$ cat config.mk
export PLATFORM = sky130hd
export DESIGN_NAME = dataframe_top
export DESIGN_NICKNAME = d
export VERILOG_FILES = /design/src/dataframe_pkg.sv /design/src/channel_capture.sv /design/src/dataframe_gen.sv /design/src/dataframe_top.sv /design/src/frame_arbiter.sv /design/src/sync_fifo.sv
export SDC_FILE = /design/constraint.sdc
export NUM_CORES = 2
export LEC_CHECK = 0
export ABC_AREA = 1
export ABC_CLOCK_PERIOD_IN_PS = 11050
export BUFFER_PORTS_ARGS = -buffer_cell sky130_fd_sc_hd__buf_2
export CORE_ASPECT_RATIO = 1.5
export CORE_MARGIN = 2
export CORE_UTILIZATION = 50
export CTS_BUF_LIST = sky130_fd_sc_hd__clkbuf_4
export DETAILED_ROUTE_END_ITERATION = 10
export PLACE_DENSITY = 0.66
export SLEW_MARGIN = 20
export SYNTH_ARGS = -nofsm -noshare
export SYNTH_HDL_FRONTEND = slang
export SYNTH_SLANG_ARGS = --single-unit
export TNS_END_PERCENT = 20
$ cat constraint.sdc
create_clock -name ACLK -period 11.05 [get_ports ACLK]
set_clock_uncertainty 0.2 [all_clocks]
set_input_delay 2.21 -clock ACLK [delete_from_list [all_inputs] [get_ports ACLK]]
set_output_delay 2.21 -clock ACLK [all_outputs]
set_load 0.005 [all_outputs]
$ cat src/dataframe_pkg.sv
package dataframe_pkg;

    localparam int NUM_CH            = 2;
    localparam logic [15:0] SYNC_WORD = 16'hA5C3;
    localparam int SAMPLE_FIFO_DEPTH = 32;
    localparam int HF_FIFO_DEPTH     = 4;
    localparam int MIN_FRAME_BEATS   = 2;
    localparam int MAX_FRAME_BEATS   = 15;
    localparam logic [3:0] FOOTER_KEEP = 4'b0011; // low half of the footer only

    typedef logic [15:0] sample_t;
    typedef logic [31:0] beat_t;      // first sample in [15:0]
    typedef logic        ch_id_t;
    typedef logic [7:0]  frame_len_t; // payload beats
    typedef logic [15:0] seq_t;

    typedef struct packed {
        logic    valid;
        sample_t data;
    } adc_in_t;

    typedef struct packed {
        ch_id_t      ch_id;
        frame_len_t  frame_len;
        seq_t        seq;
        logic [15:0] checksum;
    } hf_desc_t;

    typedef struct packed {
        beat_t      tdata;
        logic [3:0] tkeep;
        logic       tlast;
    } axis_beat_t;

    // sync | ch_id | frame_len
    function automatic beat_t hdr0_word(hf_desc_t d);
        return {SYNC_WORD, 8'(d.ch_id), d.frame_len};
    endfunction

    function automatic beat_t hdr1_word(hf_desc_t d);
        return {16'h0000, d.seq};
    endfunction

    // upper half padded with ones, only the checksum half is kept
    function automatic beat_t footer_word(hf_desc_t d);
        return {16'hFFFF, d.checksum};
    endfunction

endpackage

$ cat src/channel_capture.sv
`timescale 1ns/1ps

module channel_capture import dataframe_pkg::*; (
    input  logic       ACLK,
    input  logic       ARESET,
    input  adc_in_t    adc,
    input  frame_len_t frame_len,
    input  logic       fifo_full,
    output logic       fifo_wr_en,
    output beat_t      fifo_wr_data,
    output logic       req,
    input  logic       ack,
    output hf_desc_t   desc,
    output logic       overflow
);

    logic        have_low;   // low half of a pair is waiting
    sample_t     low_q;
    frame_len_t  beat_cnt;
    frame_len_t  len_q;      // length of the frame in progress
    logic [15:0] csum;
    seq_t        seq;
    logic        first_smp;
    logic        pair_done;
    logic        frame_done;

    assign first_smp  = adc.valid && !have_low && (beat_cnt == '0);
    assign pair_done  = adc.valid && have_low;
    assign frame_done = pair_done && (beat_cnt == len_q - 8'd1);

    assign fifo_wr_en   = pair_done && !fifo_full;
    assign fifo_wr_data = {adc.data, low_q};

    always_ff @(posedge ACLK) begin
        if (ARESET) begin
            have_low <= 1'b0;
            beat_cnt <= '0;
            len_q    <= frame_len_t'(MIN_FRAME_BEATS);
            csum     <= '0;
            seq      <= '0;
            req      <= 1'b0;
            overflow <= 1'b0;
        end else begin
            if (adc.valid) begin
                have_low <= !have_low;
                csum     <= frame_done ? '0 : (csum ^ adc.data);
            end
            if (first_smp) begin
                len_q <= frame_len;
            end
            if (pair_done) begin
                beat_cnt <= frame_done ? '0 : beat_cnt + 8'd1;
                if (fifo_full) begin
                    overflow <= 1'b1; // beat dropped
                end
            end
            if (req && ack) begin
                req <= 1'b0;
            end
            if (frame_done) begin
                seq <= seq + 16'd1;
                if (req || ack) begin
                    overflow <= 1'b1; // descriptor lost while the handshake is busy
                end else begin
                    req <= 1'b1;
                end
            end
        end
    end

    always_ff @(posedge ACLK) begin
        if (adc.valid && !have_low) begin
            low_q <= adc.data;
        end
        if (frame_done && !req && !ack) begin
            desc.ch_id     <= '0;        // stamped by the arbiter
            desc.frame_len <= len_q;
            desc.seq       <= seq;
            desc.checksum  <= csum ^ adc.data;
        end
    end

    a_desc_stable: assert property (@(posedge ACLK) disable iff (ARESET)
        req |=> $stable(desc));

    a_len_range: assert property (@(posedge ACLK) disable iff (ARESET)
        first_smp |-> (frame_len >= MIN_FRAME_BEATS) && (frame_len <= MAX_FRAME_BEATS));

endmodule

$ cat src/dataframe_gen.sv
`timescale 1ns/1ps

module dataframe_gen import dataframe_pkg::*; (
    input  logic              ACLK,
    input  logic              ARESET,
    input  logic              hf_empty,
    input  hf_desc_t          hf_dout,
    output logic              hf_rd_en,
    input  logic [NUM_CH-1:0] smp_empty,
    input  beat_t             smp_dout [NUM_CH],
    output logic [NUM_CH-1:0] smp_rd_en,
    output axis_beat_t        m_axis,
    output logic              m_axis_tvalid,
    input  logic              m_axis_tready,
    output logic              frame_error
);

    hf_desc_t   desc_q;     // descriptor of the frame being sent
    logic       busy;
    frame_len_t pos;        // index of the next beat to build
    logic       load;
    logic       is_hdr0;
    logic       is_hdr1;
    logic       is_footer;
    logic       is_payload;
    logic       smp_avail;
    logic       fault;
    logic       advance;
    axis_beat_t next_beat;

    // output slot is free or being taken this cycle
    assign load = !m_axis_tvalid || m_axis_tready;

    assign is_hdr0    = (pos == 8'd0);
    assign is_hdr1    = (pos == 8'd1);
    assign is_footer  = (pos == desc_q.frame_len + 8'd2);
    assign is_payload = !is_hdr0 && !is_hdr1 && !is_footer;
    assign smp_avail  = !smp_empty[desc_q.ch_id];

    // payload beats are all written before the descriptor, so empty here is a fault
    assign fault   = busy && load && is_payload && !smp_avail && !frame_error;
    assign advance = busy && load && !frame_error && (!is_payload || smp_avail);

    always_comb begin
        for (int i = 0; i < NUM_CH; i++) begin
            smp_rd_en[i] = advance && is_payload && (desc_q.ch_id == ch_id_t'(i));
        end
    end

    // fetch while idle, or at the footer so frames run back to back
    assign hf_rd_en = !frame_error && !hf_empty && (!busy || (advance && is_footer));

    always_comb begin
        next_beat.tkeep = '1;
        next_beat.tlast = 1'b0;
        if (is_hdr0) begin
            next_beat.tdata = hdr0_word(desc_q);
        end else if (is_hdr1) begin
            next_beat.tdata = hdr1_word(desc_q);
        end else if (is_footer) begin
            next_beat.tdata = footer_word(desc_q);
            next_beat.tkeep = FOOTER_KEEP;
            next_beat.tlast = 1'b1;
        end else begin
            next_beat.tdata = smp_dout[desc_q.ch_id];
        end
    end

    always_ff @(posedge ACLK) begin
        if (ARESET) begin
            busy          <= 1'b0;
            pos           <= '0;
            m_axis_tvalid <= 1'b0;
            frame_error   <= 1'b0;
        end else begin
            if (fault) begin
                frame_error   <= 1'b1; // sticky, generator stops here
                m_axis_tvalid <= 1'b0;
            end else if (advance) begin
                m_axis_tvalid <= 1'b1;
                pos           <= is_footer ? '0 : pos + 8'd1;
                if (is_footer && hf_empty) begin
                    busy <= 1'b0;
                end
            end else if (load) begin
                m_axis_tvalid <= 1'b0;
            end
            if (hf_rd_en) begin
                busy <= 1'b1;
            end
        end
    end

    always_ff @(posedge ACLK) begin
        if (hf_rd_en) begin
            desc_q <= hf_dout;
        end
        if (advance) begin
            m_axis <= next_beat;
        end
    end

    a_axis_hold: assert property (@(posedge ACLK) disable iff (ARESET)
        m_axis_tvalid && !m_axis_tready |=> m_axis_tvalid && $stable(m_axis));

endmodule

$ cat src/dataframe_top.sv
`timescale 1ns/1ps

module dataframe_top import dataframe_pkg::*; (
    input  logic              ACLK,
    input  logic              ARESET,
    input  adc_in_t           adc [NUM_CH],
    input  frame_len_t        frame_len,
    output axis_beat_t        m_axis,
    output logic              m_axis_tvalid,
    input  logic              m_axis_tready,
    output logic [NUM_CH-1:0] overflow,
    output logic              frame_error
);

    logic [NUM_CH-1:0] smp_full;
    logic [NUM_CH-1:0] smp_wr_en;
    beat_t             smp_wr_data [NUM_CH];
    logic [NUM_CH-1:0] smp_empty;
    beat_t             smp_dout [NUM_CH];
    logic [NUM_CH-1:0] smp_rd_en;

    logic [NUM_CH-1:0] req;
    logic [NUM_CH-1:0] ack;
    hf_desc_t          desc [NUM_CH];

    logic     hf_full;
    logic     hf_wr_en;
    hf_desc_t hf_wr_data;
    logic     hf_empty;
    hf_desc_t hf_dout;
    logic     hf_rd_en;

    for (genvar i = 0; i < NUM_CH; i++) begin : g_ch
        channel_capture u_capture (
            .ACLK         (ACLK),
            .ARESET       (ARESET),
            .adc          (adc[i]),
            .frame_len    (frame_len),
            .fifo_full    (smp_full[i]),
            .fifo_wr_en   (smp_wr_en[i]),
            .fifo_wr_data (smp_wr_data[i]),
            .req          (req[i]),
            .ack          (ack[i]),
            .desc         (desc[i]),
            .overflow     (overflow[i])
        );

        sync_fifo #(.payload_t(beat_t), .DEPTH(SAMPLE_FIFO_DEPTH)) u_smp_fifo (
            .ACLK    (ACLK),
            .ARESET  (ARESET),
            .wr_en   (smp_wr_en[i]),
            .wr_data (smp_wr_data[i]),
            .full    (smp_full[i]),
            .rd_en   (smp_rd_en[i]),
            .dout    (smp_dout[i]),
            .empty   (smp_empty[i])
        );
    end

    frame_arbiter u_arbiter (
        .ACLK       (ACLK),
        .ARESET     (ARESET),
        .req        (req),
        .desc       (desc),
        .ack        (ack),
        .hf_full    (hf_full),
        .hf_wr_en   (hf_wr_en),
        .hf_wr_data (hf_wr_data)
    );

    sync_fifo #(.payload_t(hf_desc_t), .DEPTH(HF_FIFO_DEPTH)) u_hf_fifo (
        .ACLK    (ACLK),
        .ARESET  (ARESET),
        .wr_en   (hf_wr_en),
        .wr_data (hf_wr_data),
        .full    (hf_full),
        .rd_en   (hf_rd_en),
        .dout    (hf_dout),
        .empty   (hf_empty)
    );

    dataframe_gen u_gen (
        .ACLK          (ACLK),
        .ARESET        (ARESET),
        .hf_empty      (hf_empty),
        .hf_dout       (hf_dout),
        .hf_rd_en      (hf_rd_en),
        .smp_empty     (smp_empty),
        .smp_dout      (smp_dout),
        .smp_rd_en     (smp_rd_en),
        .m_axis        (m_axis),
        .m_axis_tvalid (m_axis_tvalid),
        .m_axis_tready (m_axis_tready),
        .frame_error   (frame_error)
    );

endmodule

$ cat src/frame_arbiter.sv
`timescale 1ns/1ps

module frame_arbiter import dataframe_pkg::*; (
    input  logic              ACLK,
    input  logic              ARESET,
    input  logic [NUM_CH-1:0] req,
    input  hf_desc_t          desc [NUM_CH],
    output logic [NUM_CH-1:0] ack,
    input  logic              hf_full,
    output logic              hf_wr_en,
    output hf_desc_t          hf_wr_data
);

    logic   grant_vld;
    logic   written;    // descriptor of the granted channel is in the FIFO
    ch_id_t grant_idx;
    ch_id_t rr_ptr;     // channel with the highest priority
    ch_id_t pick_idx;
    logic   pick_vld;

    // scan from the far end so the channel nearest rr_ptr wins
    always_comb begin
        ch_id_t idx;
        pick_vld = 1'b0;
        pick_idx = rr_ptr;
        for (int k = NUM_CH - 1; k >= 0; k--) begin
            idx = ch_id_t'((int'(rr_ptr) + k) % NUM_CH);
            if (req[idx] && !ack[idx]) begin
                pick_vld = 1'b1;
                pick_idx = idx;
            end
        end
    end

    assign hf_wr_en = grant_vld && !written && !hf_full;

    always_comb begin
        hf_wr_data       = desc[grant_idx];
        hf_wr_data.ch_id = grant_idx;
    end

    always_ff @(posedge ACLK) begin
        if (ARESET) begin
            grant_vld <= 1'b0;
            written   <= 1'b0;
            grant_idx <= '0;
            rr_ptr    <= '0;
            ack       <= '0;
        end else if (!grant_vld) begin
            if (pick_vld) begin
                grant_vld <= 1'b1;
                grant_idx <= pick_idx;
                written   <= 1'b0;
            end
        end else if (!written) begin
            if (!hf_full) begin
                written        <= 1'b1;
                ack[grant_idx] <= 1'b1;
            end
        end else if (!req[grant_idx]) begin
            ack[grant_idx] <= 1'b0;
            grant_vld      <= 1'b0;
            rr_ptr         <= ch_id_t'((int'(grant_idx) + 1) % NUM_CH);
        end
    end

    a_ack_onehot: assert property (@(posedge ACLK) disable iff (ARESET)
        $onehot0(ack));

endmodule

$ cat src/sync_fifo.sv
`timescale 1ns/1ps

module sync_fifo #(
    parameter type payload_t = logic [31:0],
    parameter int  DEPTH     = 4
) (
    input  logic     ACLK,
    input  logic     ARESET,
    input  logic     wr_en,
    input  payload_t wr_data,
    output logic     full,
    input  logic     rd_en,
    output payload_t dout,
    output logic     empty
);

    payload_t mem [DEPTH];

    // one extra bit tells full from empty
    logic [$clog2(DEPTH):0] wr_ptr;
    logic [$clog2(DEPTH):0] rd_ptr;

    assign empty = (wr_ptr == rd_ptr);
    assign full  = (wr_ptr[$clog2(DEPTH)] != rd_ptr[$clog2(DEPTH)]) &&
                   (wr_ptr[$clog2(DEPTH)-1:0] == rd_ptr[$clog2(DEPTH)-1:0]);

    assign dout = mem[rd_ptr[$clog2(DEPTH)-1:0]]; // first word falls through

    always_ff @(posedge ACLK) begin
        if (ARESET) begin
            wr_ptr <= '0;
            rd_ptr <= '0;
        end else begin
            if (wr_en && !full) begin
                wr_ptr <= wr_ptr + 1'b1;
            end
            if (rd_en && !empty) begin
                rd_ptr <= rd_ptr + 1'b1;
            end
        end
    end

    always_ff @(posedge ACLK) begin
        if (wr_en && !full) begin
            mem[wr_ptr[$clog2(DEPTH)-1:0]] <= wr_data;
        end
    end

    // writers and readers must check the flags themselves
    a_no_write_full: assert property (@(posedge ACLK) disable iff (ARESET)
        wr_en |-> !full);

    a_no_read_empty: assert property (@(posedge ACLK) disable iff (ARESET)
        rd_en |-> !empty);

endmodule

==> reports/results.tsv <==
stage	metric	value	unit
status	status	finished clean	
synthesis	Synthesis Warnings	0	
global_routing	pin count of the biggest net entering global routing	279	
setup_path	slowest stage cell, crit path	buf_4	
routing	wire per inst	25.0	µm
floorplan	core area	0.204	mm²
sta	fin. max-slew vios	0	
synthesis	Cells after Synth	8375	
synthesis	synthesized area per cell	12.2	µm²
setup_path	startpoint class of the critical path	flip-flop	
layout	Final Non-Filler Cells	11800	
layout	layout cell share with drive strength beyond 1	14.2	%
power_and_ir_drop	Leakage	39.1	nW
floorplan	row count	203	
sta	Period Utilization, post-route	45.4	%
clock_network	Worst-Skew Late Latency	1.32	ns
setup_path	CP max FO	278	
setup_path	Worst EP arrival	5.84	ns
setup_path	CP required	11.87	ns
sta	Min Clock Period, post-route	5.02	ns
clock_network	Root Driver	clkbuf_4	
global_routing	GRT Residual Overflow	0	
clock_network	CTS tree	yes	
routing	Routed Antenna Nets	0	
clock_network	Sink Count	2558	
floorplan	Die Height	559	µm
global_routing	GRT Util Overall	27.6	%
power_and_ir_drop	VDD IR-drop max	117	µV
routing	Residual DRC	0	
routing	Iter 0 DRT Violations	8389	
layout	commonest non-fill, non-tap cells in the layout	edfxtp_1 (2399), nand2_1 (1783), nand3_1 (1134)	
setup_path	Critical Path Max Stage Delay	0.77	ns
layout	area added between synthesis and finish	10.4	%
sta	fmax	199	MHz
setup_path	CP bufs+invs	3	
global_routing	vias in the first global route	66500	
setup_path	Crit. End Element	flip-flop	
power_and_ir_drop	Pwr Density	179	mW/mm²
placed_design	placed instance count	10700	
global_routing	initial antenna violation count	13	
clock_network	clock transition at the registers of the reported paths	0.07	ns
placed_design	gp weighted congestion	0.960	
synthesis	count of different cell masters after synthesis	49	
clock_network	postcts setup bufs	0	
clock_network	CTS Buf Count	605	
routing	routed vias/inst	5.87	
routing	Initial DRT Pass Iterations	8	
sta	Finish-stage setup viols	0	
sta	unrepaired setup endpoints after global routing	no	
layout	nets@finish	8738	
worst_hold_path	min-delay worst type	reg -> reg	
setup_path	WS Path Type	reg -> reg	
routing	routed via count	69100	
floorplan	Die Wd	374	µm
sta	final hold vios	0	
sta	Setup TNS	0	ns
synthesis	async set or reset register ratio after synthesis	0	%
synthesis	synthesis-stage register bit count	2558	
placed_design	Port Buf Inserts	83	
clock_network	Post-CTS Resized	0	
routing	WL final	294000	µm
synthesis	top_reg_cell synth	edfxtp_1	
setup_path	cell repeated most along the worst path	nand3_1	
synthesis	Mapped Area	0.103	mm²
floorplan	die area	0.209	mm²
setup_path	delay-heaviest family, CP	buffers and inverters	
setup_path	R2R Setup Slk	6.03	ns
layout	commonest non-fill, non-tap cell in the layout	edfxtp_1	
sta	Worst Max-Slew Pin Slew	1.47	ns
global_routing	global-route wire length before repair	426000	µm
sta	relative slew slack	1.74	%
floorplan	Initial Util	50.3	%
job	Max Cap Viol	0	
setup_path	CP cell instances	inv_16 > buf_12 > buf_4 > nand2_1 > nand3_1 > nand3_1 > nand2_1 > nand2_1 > nand3_1 > nand3_1 > nand3_1 > o21ai_1 > a21oi_1	
clock_network	hold_buf cts	0	
floorplan	Top Ports	86	
synthesis	EDFF count, synth	2399	
layout	fill cell count	16800	
synthesis	Seq/Total Area, Yosys	73.4	%
placed_design	Post-DP HPWL	173000	µm
clock_network	maximum clock path buffer count	4	
clock_network	number of H-tree levels	6	
[cell usage after synthesis, types with 3 or more instances]
library cell | instances | area, µm²
a211oi_1 | 4 | 30.0
inv_1 | 143 | 537
nor3b_2 | 4 | 50.1
xnor2_1 | 16 | 140
buf_4 | 37 | 278
inv_2 | 21 | 78.8
nor4_1 | 8 | 50.1
nand2_2 | 11 | 68.8
buf_2 | 209 | 1050
o31ai_1 | 13 | 97.6
nor2_1 | 809 | 3040
nand3_1 | 1134 | 5680
buf_6 | 14 | 158
o21ai_1 | 17 | 85.1
ha_1 | 27 | 338
dfxtp_1 | 159 | 3180
a21oi_1 | 153 | 766
nor3_2 | 4 | 40.0
nand2_1 | 1783 | 6690
o221ai_1 | 183 | 1600
o21ai_0 | 642 | 3210
clkbuf_1 | 229 | 860
nor2_2 | 8 | 50.1
nand4_1 | 36 | 225
nor2_4 | 5 | 56.3
clkinv_1 | 6 | 22.5
o211ai_1 | 15 | 113
and3_1 | 3 | 18.8
a31oi_1 | 3 | 18.8
nand2_4 | 4 | 45.0
buf_1 | 36 | 135
o22ai_1 | 109 | 682
edfxtp_1 | 2399 | 72000
nor3_1 | 29 | 145
xor2_1 | 81 | 709
[worst paths after layout]
path,end,startpoint,cells past startpoint
setup / recovery,u_gen.m_axis[19],flip-flop,13
hold / removal,g_ch[1].u_capture.desc[33],g_ch[1].u_capture.len_q[1],0
setup reg to reg,u_gen.m_axis[19],flip-flop,13
hold reg to reg,g_ch[1].u_capture.desc[33],g_ch[1].u_capture.len_q[1],0
[kinds of logic (layout without fill, tap and decap cells)]
group | count (synthesis) | after routing | share of synthesized area, %
adders and majority gates | 27 | 27 | 0.330
other | 1 | 15 | 0.00366
and+or+nand+nor | 3848 | 3848 | 15.9
DFF | 2558 | 2558 | 73.4
xor gates and xnor gates | 99 | 99 | 0.861
AOI/OAI and AO/OA | 1144 | 1144 | 6.49
buffers and inverters | 698 | 1414 | 3.06
[layer usage]
metal | up-vias | part of all wire, % | routed length (µm) | GRT usage [%]
li1 | 31200 | - | - | -
met1 | 33900 | 36 | 106000 | 33.8
met2 | 3439 | 49 | 145000 | 46.2
met3 | 649 | 8.9 | 26100 | 5.18
met4 | 2 | 5.8 | 17100 | 15.3
met5 | - | 0.0044 | 13 | 0
[state kept, by name, summed over array words and instances (netlist names), 3 cells and up, named ones only]
name,flops
g_ch.u_capture.beat_cnt,16
g_ch.u_capture.len_q,16
g_ch.u_capture.low_q,32
g_ch.u_capture.desc,80
g_ch.u_smp_fifo.rd_ptr,12
u_hf_fifo.wr_ptr,3
g_ch.u_smp_fifo.wr_ptr,12
u_gen.desc_q,41
u_hf_fifo.mem,164
g_ch.u_capture.seq,32
g_ch.u_capture.csum,32
u_gen.pos,8
u_gen.m_axis,34
u_hf_fifo.rd_ptr,3
g_ch.u_smp_fifo.mem,2048
[cell type report]
class	count	area, µm²	share of cell area, %
Multi-Input combinational cell	5120	24700	21.8
Timing Repair Buffer	208	1710	1.51
Inverter	173	704	0.622
Clock inverter	161	940	0.830
Sequential cell	2558	75300	66.5
Tap cell	2665	3330	2.95
Antenna cell	13	32.5	0.0287
Clock buffer	872	6550	5.78
[per-stage QoR]
stage	utilization [%]	hold WS, ns	power, mW	area [µm²]	setup slack, ns
final	55.5	0.250	20.3	113000	6.03
after global routing	55.5	0.275	21.0	113000	5.95
after CTS	55.3	0.256	20.4	113000	6.32
after floorplan	-	0.208	12.1	103000	5.32
after global placement	51.6	0.222	12.9	105000	5.20
after detailed placement	51.7	0.234	13.0	105000	5.14
[power breakdown]
group / switching, mW / leakage, nW / internal (mW) / total [mW]
sequential: 0.135 / 22.9 / 10.8 / 11.0
clock: 3.68 / 4.42 / 3.82 / 7.50
combinational: 1.40 / 11.8 / 0.415 / 1.81
No activity file was read; power rests on OpenSTA's default activity.
